**config.mk**
```make
export PLATFORM = sky130hd
export DESIGN_NAME = l2_read_port
export DESIGN_NICKNAME = d
export VERILOG_FILES = /design/src/logic/l2_cache_pkg.sv /design/src/logic/l2_read_port.sv
export SDC_FILE = /design/constraint.sdc
export NUM_CORES = 1
export LEC_CHECK = 0
export BUFFER_PORTS_ARGS = -buffer_cell sky130_fd_sc_hd__buf_2
export CAP_MARGIN = 20
export CORE_MARGIN = 2
export CORE_UTILIZATION = 30
export DETAILED_ROUTE_END_ITERATION = 8
export PLACE_DENSITY = 0.58
export SLEW_MARGIN = 25
export SYNTH_ARGS = -nofsm -noshare
export SYNTH_HDL_FRONTEND = slang
export SYNTH_SLANG_ARGS = --single-unit
```
**constraint.sdc**
```tcl
create_clock -name clk -period 2.75 [get_ports clk]
set_clock_uncertainty 0.05 [all_clocks]
set_input_delay 0.275 -clock clk [delete_from_list [all_inputs] [get_ports clk]]
set_output_delay 0.275 -clock clk [all_outputs]
set_load 0.005 [all_outputs]
```
**src/logic/l2_cache_pkg.sv**
```systemverilog
// =====================================
// Cache geometry, address fields,
// controller states and channel structs
// =====================================

package l2_cache_pkg;

	// Address and beat widths
	localparam int ADDR_W = 32;
	localparam int BEAT_W = 64;
	// 16 beats of 8 bytes make a 128-byte line
	localparam int LINE_BEATS = 16;
	localparam int OFFSET_W = $clog2(LINE_BEATS * BEAT_W / 8);
	localparam int SETS = 32;
	localparam int SET_W = $clog2(SETS);
	// Tag is whatever sits above set and offset
	localparam int TAG_W = ADDR_W - SET_W - OFFSET_W;

	typedef logic [ADDR_W-1:0] addr_t;
	typedef logic [BEAT_W-1:0] beat_t;
	typedef logic [$clog2(LINE_BEATS)-1:0] beat_idx_t;
	typedef logic [SET_W-1:0] set_idx_t;
	typedef logic [TAG_W-1:0] tag_t;

	// Read-address payload, len is beats minus one
	typedef struct packed {
		addr_t      addr;
		logic [7:0] len;
	} rd_req_t;

	// Read-data beat, shared by client and memory side
	typedef struct packed {
		beat_t data;
		logic  last;
	} rd_beat_t;

	typedef enum logic [2:0] {
		st_idle,
		st_check,
		st_refill,
		st_resp,
		st_fence
	} ctrl_state_t;

	// Address field helpers
	function automatic tag_t addr_tag(input addr_t a);
		return a[ADDR_W-1 -: TAG_W];
	endfunction

	function automatic set_idx_t addr_set(input addr_t a);
		return a[OFFSET_W +: SET_W];
	endfunction

	function automatic beat_idx_t addr_beat(input addr_t a);
		return a[OFFSET_W-1 -: $bits(beat_idx_t)];
	endfunction

	// First byte of the line holding a
	function automatic addr_t line_base(input addr_t a);
		return {a[ADDR_W-1:OFFSET_W], {OFFSET_W{1'b0}}};
	endfunction

endpackage

```
**src/logic/l2_read_port.sv**
```systemverilog
// =====================================
// Client R channel, beat stepping,
// stall holding register and rlast
// =====================================

`timescale 1ns/10ps

module l2_read_port #(
	parameter int WAYS = 4
) (
	input  logic                    clk,
	input  logic                    rst_n,
	input  logic                    resp_start,
	input  logic [WAYS-1:0]         resp_way,
	input  l2_cache_pkg::rd_req_t   resp_req,
	input  logic                    r_ready,
	input  l2_cache_pkg::beat_t     rd_data,
	output l2_cache_pkg::rd_beat_t  r,
	output logic                    r_valid,
	output logic                    resp_done,
	output logic [WAYS-1:0]         rd_way,
	output l2_cache_pkg::set_idx_t  rd_set,
	output l2_cache_pkg::beat_idx_t rd_beat
);
	import l2_cache_pkg::*;

	logic [WAYS-1:0] way_q;
	set_idx_t set_q;
	beat_idx_t beat_q;
	// Reads left to issue after the current one
	logic [7:0] left_q;
	logic issue_q;
	// Array data arriving this cycle
	logic pend_q;
	logic pend_last_q;
	// Beat parked while the client stalls
	logic hold_q;
	logic hold_last_q;
	beat_t hold_data_q;
	logic out_free;
	logic rd_fire;

	assign rd_way = way_q;
	assign rd_set = set_q;
	assign rd_beat = beat_q;

	assign r_valid = pend_q || hold_q;
	assign r.data = hold_q ? hold_data_q : rd_data;
	assign r.last = hold_q ? hold_last_q : pend_last_q;
	assign resp_done = r_valid && r_ready && r.last;

	// Prefetch only when the output slot frees up this cycle
	assign out_free = !r_valid || r_ready;
	assign rd_fire = issue_q && out_free;

	always_ff @(posedge clk) begin
		if (!rst_n) begin
			issue_q <= 1'b0;
			pend_q <= 1'b0;
			pend_last_q <= 1'b0;
			hold_q <= 1'b0;
		end else begin
			pend_q <= rd_fire;
			pend_last_q <= rd_fire && (left_q == '0);
			if (resp_start)
				issue_q <= 1'b1;
			else if (rd_fire && left_q == '0)
				issue_q <= 1'b0;
			hold_q <= r_valid && !r_ready;
		end
	end

	always_ff @(posedge clk) begin
		if (resp_start) begin
			way_q <= resp_way;
			set_q <= addr_set(resp_req.addr);
			beat_q <= addr_beat(resp_req.addr);
			left_q <= resp_req.len;
		end else if (rd_fire) begin
			beat_q <= beat_q + 1'b1;
			left_q <= left_q - 1'b1;
		end
		// Keep the presented beat stable under back-pressure
		if (r_valid && !r_ready) begin
			hold_data_q <= r.data;
			hold_last_q <= r.last;
		end
	end

endmodule

```
==> results of run 1 <==
==> placed cells by master, fill, tap and decap left out <==
master / Yosys / layout
and2_1: 1 / 1
xnor2_1: 4 / 4
o21bai_1: 1 / 1
nor3b_1: 1 / 1
or2_2: 1 / 1
clkbuf_16: 0 / 9
clkinv_2: 0 / 1
a31oi_1: 1 / 1
nor3_1: 2 / 2
edfxtp_1: 86 / 86
buf_2: 5 / 168
dfxtp_2: 0 / 1
and3_1: 3 / 3
inv_2: 0 / 1
mux2_2: 66 / 66
ha_1: 3 / 3
o211ai_2: 1 / 1
nand2_1: 14 / 14
nand4_1: 2 / 2
or4_1: 2 / 2
nor4_1: 1 / 1
o21ai_0: 9 / 9
a211o_1: 1 / 1
buf_4: 0 / 5
nor2_1: 3 / 3
clkinvlp_4: 0 / 1
nand3_1: 3 / 3
or3_1: 1 / 1
bufinv_16: 0 / 3
inv_1: 5 / 4
xor2_1: 1 / 1
clkbuf_1: 4 / 2
nor4b_1: 1 / 1
o311ai_0: 1 / 1
dfxtp_1: 4 / 3
==> final cells by class <==
type	count	area share (%)
flip-flops and latches	90	51.2
inverters	5	0.361
well taps	172	4.14
multi-input cells	123	21.0
clock buffers	11	4.47
clock inverters	5	1.97
repair buffers	173	16.9
==> how the worst max path moves through the flow <==
stage	start	endpoint	slack, ps	cells past startpoint
global placement	hold_q	r[35]	940	3
detailed placement	hold_q	r[45]	890	3
finish	hold_q	r[45]	590	3
floorplan	hold_q	hold_data_q[0]	530	2
global route	hold_q	r[45]	470	3
CTS	hold_q	r[45]	510	3
==> flip-flops by register name, summed over array words and instances, names as in the netlist <==
signal       flops
hold_data_q     64
left_q           8
rd_set           5
rd_beat          4
rd_way           4
hold_last_q      1
hold_q           1
issue_q          1
pend_last_q      1
pend_q           1
==> metrics by stage <==
step / hold WS [ps] / power (W) / setup WS, ps
after floorplan: 324 / 0.00182 / 527
after global placement: 405 / 0.00200 / 936
after detailed placement: 406 / 0.00201 / 891
after CTS: 38.7 / 0.00341 / 515
after global routing: 36.4 / 0.00350 / 465
final: 59.6 / 0.00335 / 585
==> power groups by stage <==
stage / Combinational [W] / Clock (W) / Sequential [W]
2_1_floorplan: 0.000171 / 0 / 0.00165
3_3_place_gp: 0.000341 / 0 / 0.00165
3_5_place_dp: 0.000349 / 0 / 0.00166
4_1_cts: 0.000350 / 0.00143 / 0.00163
5_1_grt: 0.000382 / 0.00148 / 0.00163
6_report: 0.000341 / 0.00138 / 0.00163
==> critical path: cells and delay by family (launching register included) <==
family | cells | cell delay (ps)
mux | 1 | 410
flops | 1 | 450
buf+inv | 2 | 610
==> logic make-up after synthesis <==
group,count (synthesis),synth area share [%]
xor+xnor,5,1.15
compound gates,14,2.33
fa+ha+maj,3,0.984
flops,90,69.8
mux,66,19.5
simple gates,35,4.62
buf+inv,15,1.64
==> metal layers <==
| layer | up-vias | wire (um) | part of all wire, % | GRT usage [%] |
|---|---|---|---|---|
| met2 | 93 | 3930 | 49 | 18.1 |
| met3 | 12 | 551 | 6.9 | 4.36 |
| met4 | 0 | 140 | 1.8 | 5.65 |
| met1 | 1210 | 3370 | 42 | 13.9 |
| li1 | 1223 | - | - | - |
| met5 | - | 0 | 0 | 0 |
==> flow_metrics.env, run 1 <==
export IMPL_outcome="completed"
export IMPL_drc=0
export IMPL_cp_start_kind="flip-flop"
export IMPL_vias_per_cell=4.38
export IMPL_die_x_um=117
export IMPL_grt_overflow_total=0
export IMPL_area_growth_pct=36.3
export IMPL_cts_htree_levels=3
export IMPL_netlist_area_leader_share_pct=67.7
export IMPL_worstHoldPathCells=1
export IMPL_fin_util_pct=41.6
export IMPL_r2r_setup_slack_ps=1020
export IMPL_cts_root_buffer_cell="clkbuf_16"
export IMPL_clkSinkCount=90
export IMPL_placed_cells=563
export IMPL_hold_viol_final=0
export IMPL_syn_inst=228
export IMPL_core_area_sq_mm=0.0125
export IMPL_path_clk_slew_ps=60
export IMPL_maxCapViolCount=0
export IMPL_yosys_most_used_dff="edfxtp_1"
export IMPL_p_clk_share_pct=41.2
export IMPL_rsz0062_at_grt="false"
export IMPL_post_dp_cell_area_sq_mm=0.00487
export IMPL_final_cells=579
export IMPL_criticalPathCategory="reg2out"
export IMPL_seq_power_share_pct=48.6
export IMPL_worst_r2r_path_depth=3
export IMPL_clk_latency_ps=340
export IMPL_cp_required_ps=2420
export IMPL_drive_gt1_share_pct=63.1
export IMPL_hp_start="resp_way[0]"
export IMPL_p_sw_w=0.000686
export IMPL_fp_dieH_um=117
export IMPL_antenna_cells=0
export IMPL_ioPinCount=192
export IMPL_cp_arrival_ps=1840
export IMPL_num_fill_cells=1219
export IMPL_fin_area_sq_mm=0.00520
export IMPL_cts_hold_buf=0
export IMPL_cts_resized=0
export IMPL_wl_per_cell_um=13.8
export IMPL_relSlewSlack_pct=64.8
export IMPL_syn_avg_cell_area_sq_um=16.7
export IMPL_grt_max_degree=42
export IMPL_drtIter0Drc=78
export IMPL_ctsLongestPathBuffers=2
export IMPL_cts_tree="yes"
export IMPL_fin_crit_ps=2160
export IMPL_layout_nets=517
export IMPL_place_port_buffers=168
export IMPL_via_count=2538
export IMPL_antenna_found_initial=0
export IMPL_crit_chain="buf_4 -> mux2_2 -> buf_2"
export IMPL_internal_power_w=0.00266
export IMPL_synth_top_cell_by_area="edfxtp_1"
export IMPL_period_share_pct=78.7
export IMPL_p_leak_nw=2.10
export IMPL_setup_viol_count_final=0
export IMPL_grtUsageTotal_pct=11.5
export IMPL_synthTopCellsByArea="edfxtp_1, mux2_2, dfxtp_1, nand2_1, o21ai_0"
export IMPL_powerDensity_mw_per_mm2=644
export IMPL_cts_buffers=9
export IMPL_r2r_start="left_q[5]"
export IMPL_drt_pass1_iter_count=4
export IMPL_ys_ff_latch=90
export IMPL_gp_congestion=0.794
export IMPL_yosysMostFrequentCell="edfxtp_1"
export IMPL_fmax_mhz=462
export IMPL_worstHoldEndpoint="rd_way[0]"
export IMPL_ys_types=29
export IMPL_crit_path_end_kind="output pin"
export IMPL_rows=41
export IMPL_die_area_sq_mm=0.0136
export IMPL_cts_setup_buffers=0
export IMPL_grt_pass1_vias=2370
export IMPL_ir_drop_mv=0.309
export IMPL_multiInputGateArea_sq_mm=0.00109
export IMPL_register_area_sq_mm=0.00266
export IMPL_r2r_end="left_q[7]"
export IMPL_cpMaxStageDelayCell="buf_4"
export IMPL_synth_area_sq_mm=0.00381
export IMPL_synthArstFlopShare_pct=0
export IMPL_grt_pass1_wl_mm=11.7
export IMPL_wl_mm=7.99
export IMPL_yosys_top_cells_count="edfxtp_1, mux2_2, nand2_1, o21ai_0"
export IMPL_cp_max_fo=41
export IMPL_syn_num_nets=343
export IMPL_drv_slew=0
export IMPL_tightest_slew_ps=526
export IMPL_hp_class="in2reg"
export IMPL_seq_area_frac_synth_pct=69.8
export IMPL_slowest_delay_ps=480
export IMPL_start_util_pct=30.5
export IMPL_p_sw_share_pct=20.5
export IMPL_comb_power_share_pct=10.2
export IMPL_hpwl_mm=5.80
export IMPL_synth_edf_count=86
export IMPL_yosysWarnings=0
export IMPL_antenna_left=0
export IMPL_tns_ps=0
No activity file was read; power rests on OpenSTA's default activity.
==> run 2, diff against run 1 <==
Clock period 2.75 ns to 2 ns, I/O delays scaled along.
==> run 2 against run 1 <==
Effect of this change: utilization increased by 0.48 points; first-iteration DRC count increased by 55%; non-clock buffer count increased by 9; design area increased by 1.2%; global-route usage increased by 0.70 points; setup slack got worse by 480 ps; worst hold slack got worse by 8.0 ps; combinational power increased by 46%; power increased by 26%; flip-flop and latch count unchanged; routed wire length increased by 5.5%; sequential share of layout area decreased by 0.58 points; critical endpoint is now resp_done.
==> flow_metrics.env, run 2 (synthesis results as in run 1) <==
export IMPL_setup_viol_count_final=0
export IMPL_vias_per_cell=4.39
export IMPL_place_port_buffers=168
export IMPL_cts_buffers=9
export IMPL_criticalPathCategory="reg2out"
export IMPL_hpwl_mm=5.72
export IMPL_placed_cells=562
export IMPL_final_common_cell="buf_2"
export IMPL_tns_ps=0
export IMPL_cp_start_kind="flip-flop"
export IMPL_maxCapViolCount=0
export IMPL_slowest_delay_ps=350
export IMPL_grt_pass1_wl_mm=12.4
export IMPL_cts_setup_buffers=0
export IMPL_ioPinCount=192
export IMPL_outcome="completed"
export IMPL_hold_viol_final=0
export IMPL_cts_htree_levels=3
export IMPL_antenna_found_initial=0
export IMPL_crit_chain="bufbuf_16 -> or2_2 -> and3_1 -> buf_2"
export IMPL_core_area_sq_mm=0.0125
export IMPL_grt_pass1_vias=2552
export IMPL_fin_crit_ps=1900
export IMPL_fin_ws_ps=104
export IMPL_fp_dieH_um=117
export IMPL_cp_max_fo=33
export IMPL_relSlewSlack_pct=51.2
export IMPL_hp_class="in2reg"
export IMPL_post_place_ws_ps=324
export IMPL_grtUsageTotal_pct=12.2
export IMPL_cts_tree="yes"
export IMPL_crit_path_end_kind="output pin"
export IMPL_period_share_pct=94.8
export IMPL_die_x_um=117
export IMPL_gp_congestion=0.742
export IMPL_wl_mm=8.43
export IMPL_drc=0
export IMPL_clkSinkCount=90
export IMPL_grt_max_degree=56
export IMPL_drtIter0Drc=121
export IMPL_rsz0062_at_grt="false"
export IMPL_cts_root_buffer_cell="clkbuf_16"
export IMPL_largest_register="hold_data_q"
export IMPL_die_area_sq_mm=0.0136
export IMPL_drt_pass1_iter_count=4
export IMPL_final_cells=588
export IMPL_cp_required_ps=1750
export IMPL_drive_gt1_share_pct=61.1
export IMPL_tightest_slew_ps=731
export IMPL_num_fill_cells=1199
export IMPL_fin_hold_ws_ps=51.6
export IMPL_antenna_left=0
export IMPL_clk_latency_ps=340
export IMPL_path_clk_slew_ps=60
export IMPL_antenna_cells=0
export IMPL_cp_arrival_ps=1650
export IMPL_fin_area_sq_mm=0.00526
export IMPL_area_growth_pct=37.9
export IMPL_largest_reg_flops=64
export IMPL_start_util_pct=30.5
export IMPL_most_common_layout_cells="buf_2, edfxtp_1, mux2_2"
export IMPL_powerDensity_mw_per_mm2=802
export IMPL_fmax_mhz=527
export IMPL_ctsLongestPathBuffers=2
export IMPL_wl_per_cell_um=14.3
export IMPL_grt_overflow_total=0
export IMPL_ir_drop_mv=0.397
export IMPL_rows=41
export IMPL_layout_nets=526
export IMPL_post_dp_cell_area_sq_mm=0.00488
export IMPL_cpMaxStageDelayCell="dfxtp_2"
export IMPL_drv_slew=0
export IMPL_via_count=2584
export IMPL_p_leak_nw=2.10
run 2: repair_timing:
item	CTS	global route
hold endpoints to repair	9	0
setup endpoints to repair	1	0
hold buffers	9	0
gates resized for setup	1	0
run 2: layout make-up:
| cell class | count | area [sq um] | area share (%) |
|---|---|---|---|
| clock buffers | 10 | 229 | 4.35 |
| flip-flops and latches | 90 | 2660 | 50.6 |
| multi-input cells | 123 | 1090 | 20.8 |
| clock inverters | 6 | 23.8 | 0.452 |
| inverters | 5 | 22.5 | 0.428 |
| well taps | 172 | 215 | 4.09 |
| repair buffers | 182 | 1010 | 19.3 |
run 2: through the flow:
stage               utilization (%)  power (W)
floorplan                         -    0.00251
global placement               39.0    0.00275
detailed placement             39.0    0.00276
CTS                            42.0    0.00429
global route                   42.0    0.00443
finish                         42.0    0.00422
run 2: critical path: cells and delay by family, from the launching register on:
| kind | cells | cell delay [ps] |
|---|---|---|
| simple gates | 2 | 510 |
| buf+inv | 2 | 450 |
| flops | 1 | 350 |
run 2: metal layers:
layer	global-route usage, %	wire length, um	vias to the layer above
li1	-	-	1248
met1	14.4	3580	1237
met2	20.7	4210	85
met3	2.70	469	14
met4	6.59	166	0
met5	0	0	-
run 2: report_power, final:
part | internal (W) | leakage, nW | total (W) | switching [W]
clock network | 0.000819 | 0.124 | 0.00148 | 0.000666
registers | 0.00219 | 0.838 | 0.00224 | 0.0000468
logic | 0.000273 | 1.14 | 0.000499 | 0.000226
total | 0.00328 | 2.10 | 0.00422 | 0.000939
run 2: path summary, 6_finish.rpt:
| kind | startpoint | end | slack [ps] | cells past startpoint |
|---|---|---|---|---|
| min | rst_n | hold_q | 50 | 2 |
| max | hold_q | resp_done | 100 | 4 |
| min reg2reg | issue_q | pend_q | 470 | 1 |
| max reg2reg | left_q[1] | left_q[7] | 310 | 3 |
==> run 3, diff against run 2 <==
Settings changed: CORE_MARGIN 2 to 5, PLACE_DENSITY 0.58 to unset, SLEW_MARGIN 25 to 0.
==> run 3 against run 2 <==
Effect of this change: design area rose by 1.1%; global-route usage is 0.46 points lower; critical path depth down 1; final cell count up 0.17%; sequential share of layout area shrank 0.54 points; utilization increased by 0.28 points; via count shrank 0.27%; largest power group unchanged.
==> flow_metrics.env, run 3 (synthesis results as in run 1) <==
export IMPL_outcome="completed"
export IMPL_cp_arrival_ps=1660
export IMPL_area_growth_pct=39.4
export IMPL_ir_drop_mv=0.443
export IMPL_final_common_cell="buf_2"
export IMPL_cts_buffers=9
export IMPL_ctsLongestPathBuffers=2
export IMPL_cp_start_kind="flip-flop"
export IMPL_antenna_left=0
export IMPL_grt_pass1_vias=2745
export IMPL_hold_viol_final=0
export IMPL_path_clk_slew_ps=60
export IMPL_fp_dieH_um=123
export IMPL_fin_area_sq_mm=0.00532
export IMPL_clk_latency_ps=340
export IMPL_grt_max_degree=42
export IMPL_hp_class="in2reg"
export IMPL_grt_overflow_total=0
export IMPL_rsz0062_at_grt="false"
export IMPL_core_area_sq_mm=0.0126
export IMPL_gp_congestion=0.765
export IMPL_grt_pass1_wl_mm=13.6
export IMPL_wl_per_cell_um=15.0
export IMPL_tightest_slew_ps=557
export IMPL_vias_per_cell=4.38
export IMPL_drc=0
export IMPL_cp_max_fo=21
export IMPL_fin_crit_ps=1910
export IMPL_drt_pass1_iter_count=4
export IMPL_ioPinCount=192
export IMPL_drv_slew=0
export IMPL_cts_tree="yes"
export IMPL_crit_path_end_kind="output pin"
export IMPL_period_share_pct=95.5
export IMPL_fmax_mhz=524
export IMPL_powerDensity_mw_per_mm2=877
export IMPL_post_dp_cell_area_sq_mm=0.00488
export IMPL_rows=41
export IMPL_relSlewSlack_pct=62.8
export IMPL_grtUsageTotal_pct=11.7
export IMPL_antenna_found_initial=0
export IMPL_layout_nets=527
export IMPL_die_area_sq_mm=0.0151
export IMPL_antenna_cells=0
export IMPL_via_count=2577
export IMPL_cp_required_ps=1750
export IMPL_hpwl_mm=6.60
export IMPL_clkSinkCount=90
export IMPL_drive_gt1_share_pct=62.6
export IMPL_criticalPathCategory="reg2out"
export IMPL_place_port_buffers=168
export IMPL_cts_root_buffer_cell="clkbuf_16"
export IMPL_wl_mm=8.83
export IMPL_drtIter0Drc=68
export IMPL_p_leak_nw=2.13
export IMPL_cts_htree_levels=3
export IMPL_maxCapViolCount=0
export IMPL_setup_viol_count_final=0
export IMPL_largest_reg_flops=64
export IMPL_largest_register="hold_data_q"
export IMPL_most_common_layout_cells="buf_2, edfxtp_1, mux2_2"
export IMPL_start_util_pct=30.4
export IMPL_cts_setup_buffers=0
export IMPL_tns_ps=0
export IMPL_die_x_um=123
-- run 3: cell count changes in the layout (fill, tap and decap cells not counted) --
cell	before	now
clkinv_1	5	0
buf_4	3	5
buf_16	1	0
clkbuf_1	1	0
clkinvlp_4	1	4
bufinv_16	0	3
buf_6	0	1
bufbuf_16	1	0
-- run 3: report_power, final --
part	internal [W]	leakage [nW]	switching [W]	total [W]
registers	0.00219	0.838	0.0000476	0.00224
clock network	0.00122	0.158	0.000711	0.00193
logic	0.000268	1.13	0.000229	0.000497
-- run 3: layout make-up --
class | count | area, sq um
fill | 1168 | 7250
tap | 172 | 215
sequential | 90 | 2660
inverter | 5 | 22.5
clock buffer | 9 | 225
timing repair buffer | 183 | 980
multi-input combinational | 123 | 1090
clock inverter | 7 | 118
-- run 3: repair_timing --
| item | 4_1_cts | 5_1_grt |
|---|---|---|
| hold buffers | 9 | 0 |
| endpoints found under the setup margin | 32 | 0 |
| hold endpoints to repair | 9 | 0 |
| resized for setup | 1 | 0 |
-- run 3: worst paths after layout --
check | slack (ps) | start | cells past startpoint | endpoint
worst max register to register | 320 | left_q[5] | 3 | left_q[7]
worst min register to register | 480 | issue_q | 1 | pend_q
worst min-delay path | 70 | rst_n | 2 | hold_q
worst max-delay path | 90 | hold_q | 3 | r[1]
-- run 3: worst max-delay path: stages, from the launching register on --
cell	delay [ps]
dfxtp_2	450
buf_4	330
mux2_2	390
buf_2	140
-- run 3: through the flow --
step | setup WS, ps | cells | hold slack [ps] | total power [W] | util (%)
finish | 90.1 | 589 | 71.4 | 0.00466 | 42.3
global route | 8.32 | 589 | 49.1 | 0.00487 | 42.3
CTS | 41.3 | 589 | 44.4 | 0.00472 | 42.3
detailed placement | 329 | 564 | 332 | 0.00277 | 38.8
global placement | 349 | 564 | 330 | 0.00275 | 38.8
floorplan | 44.4 | 228 | 249 | 0.00251 | -
-- run 3: routing by layer --
metal  routed length, um  GRT usage (%)
met1                3660           14.2
met2                4400           19.5
met3                 617           3.87
met4                 148           4.34
met5                   0              0
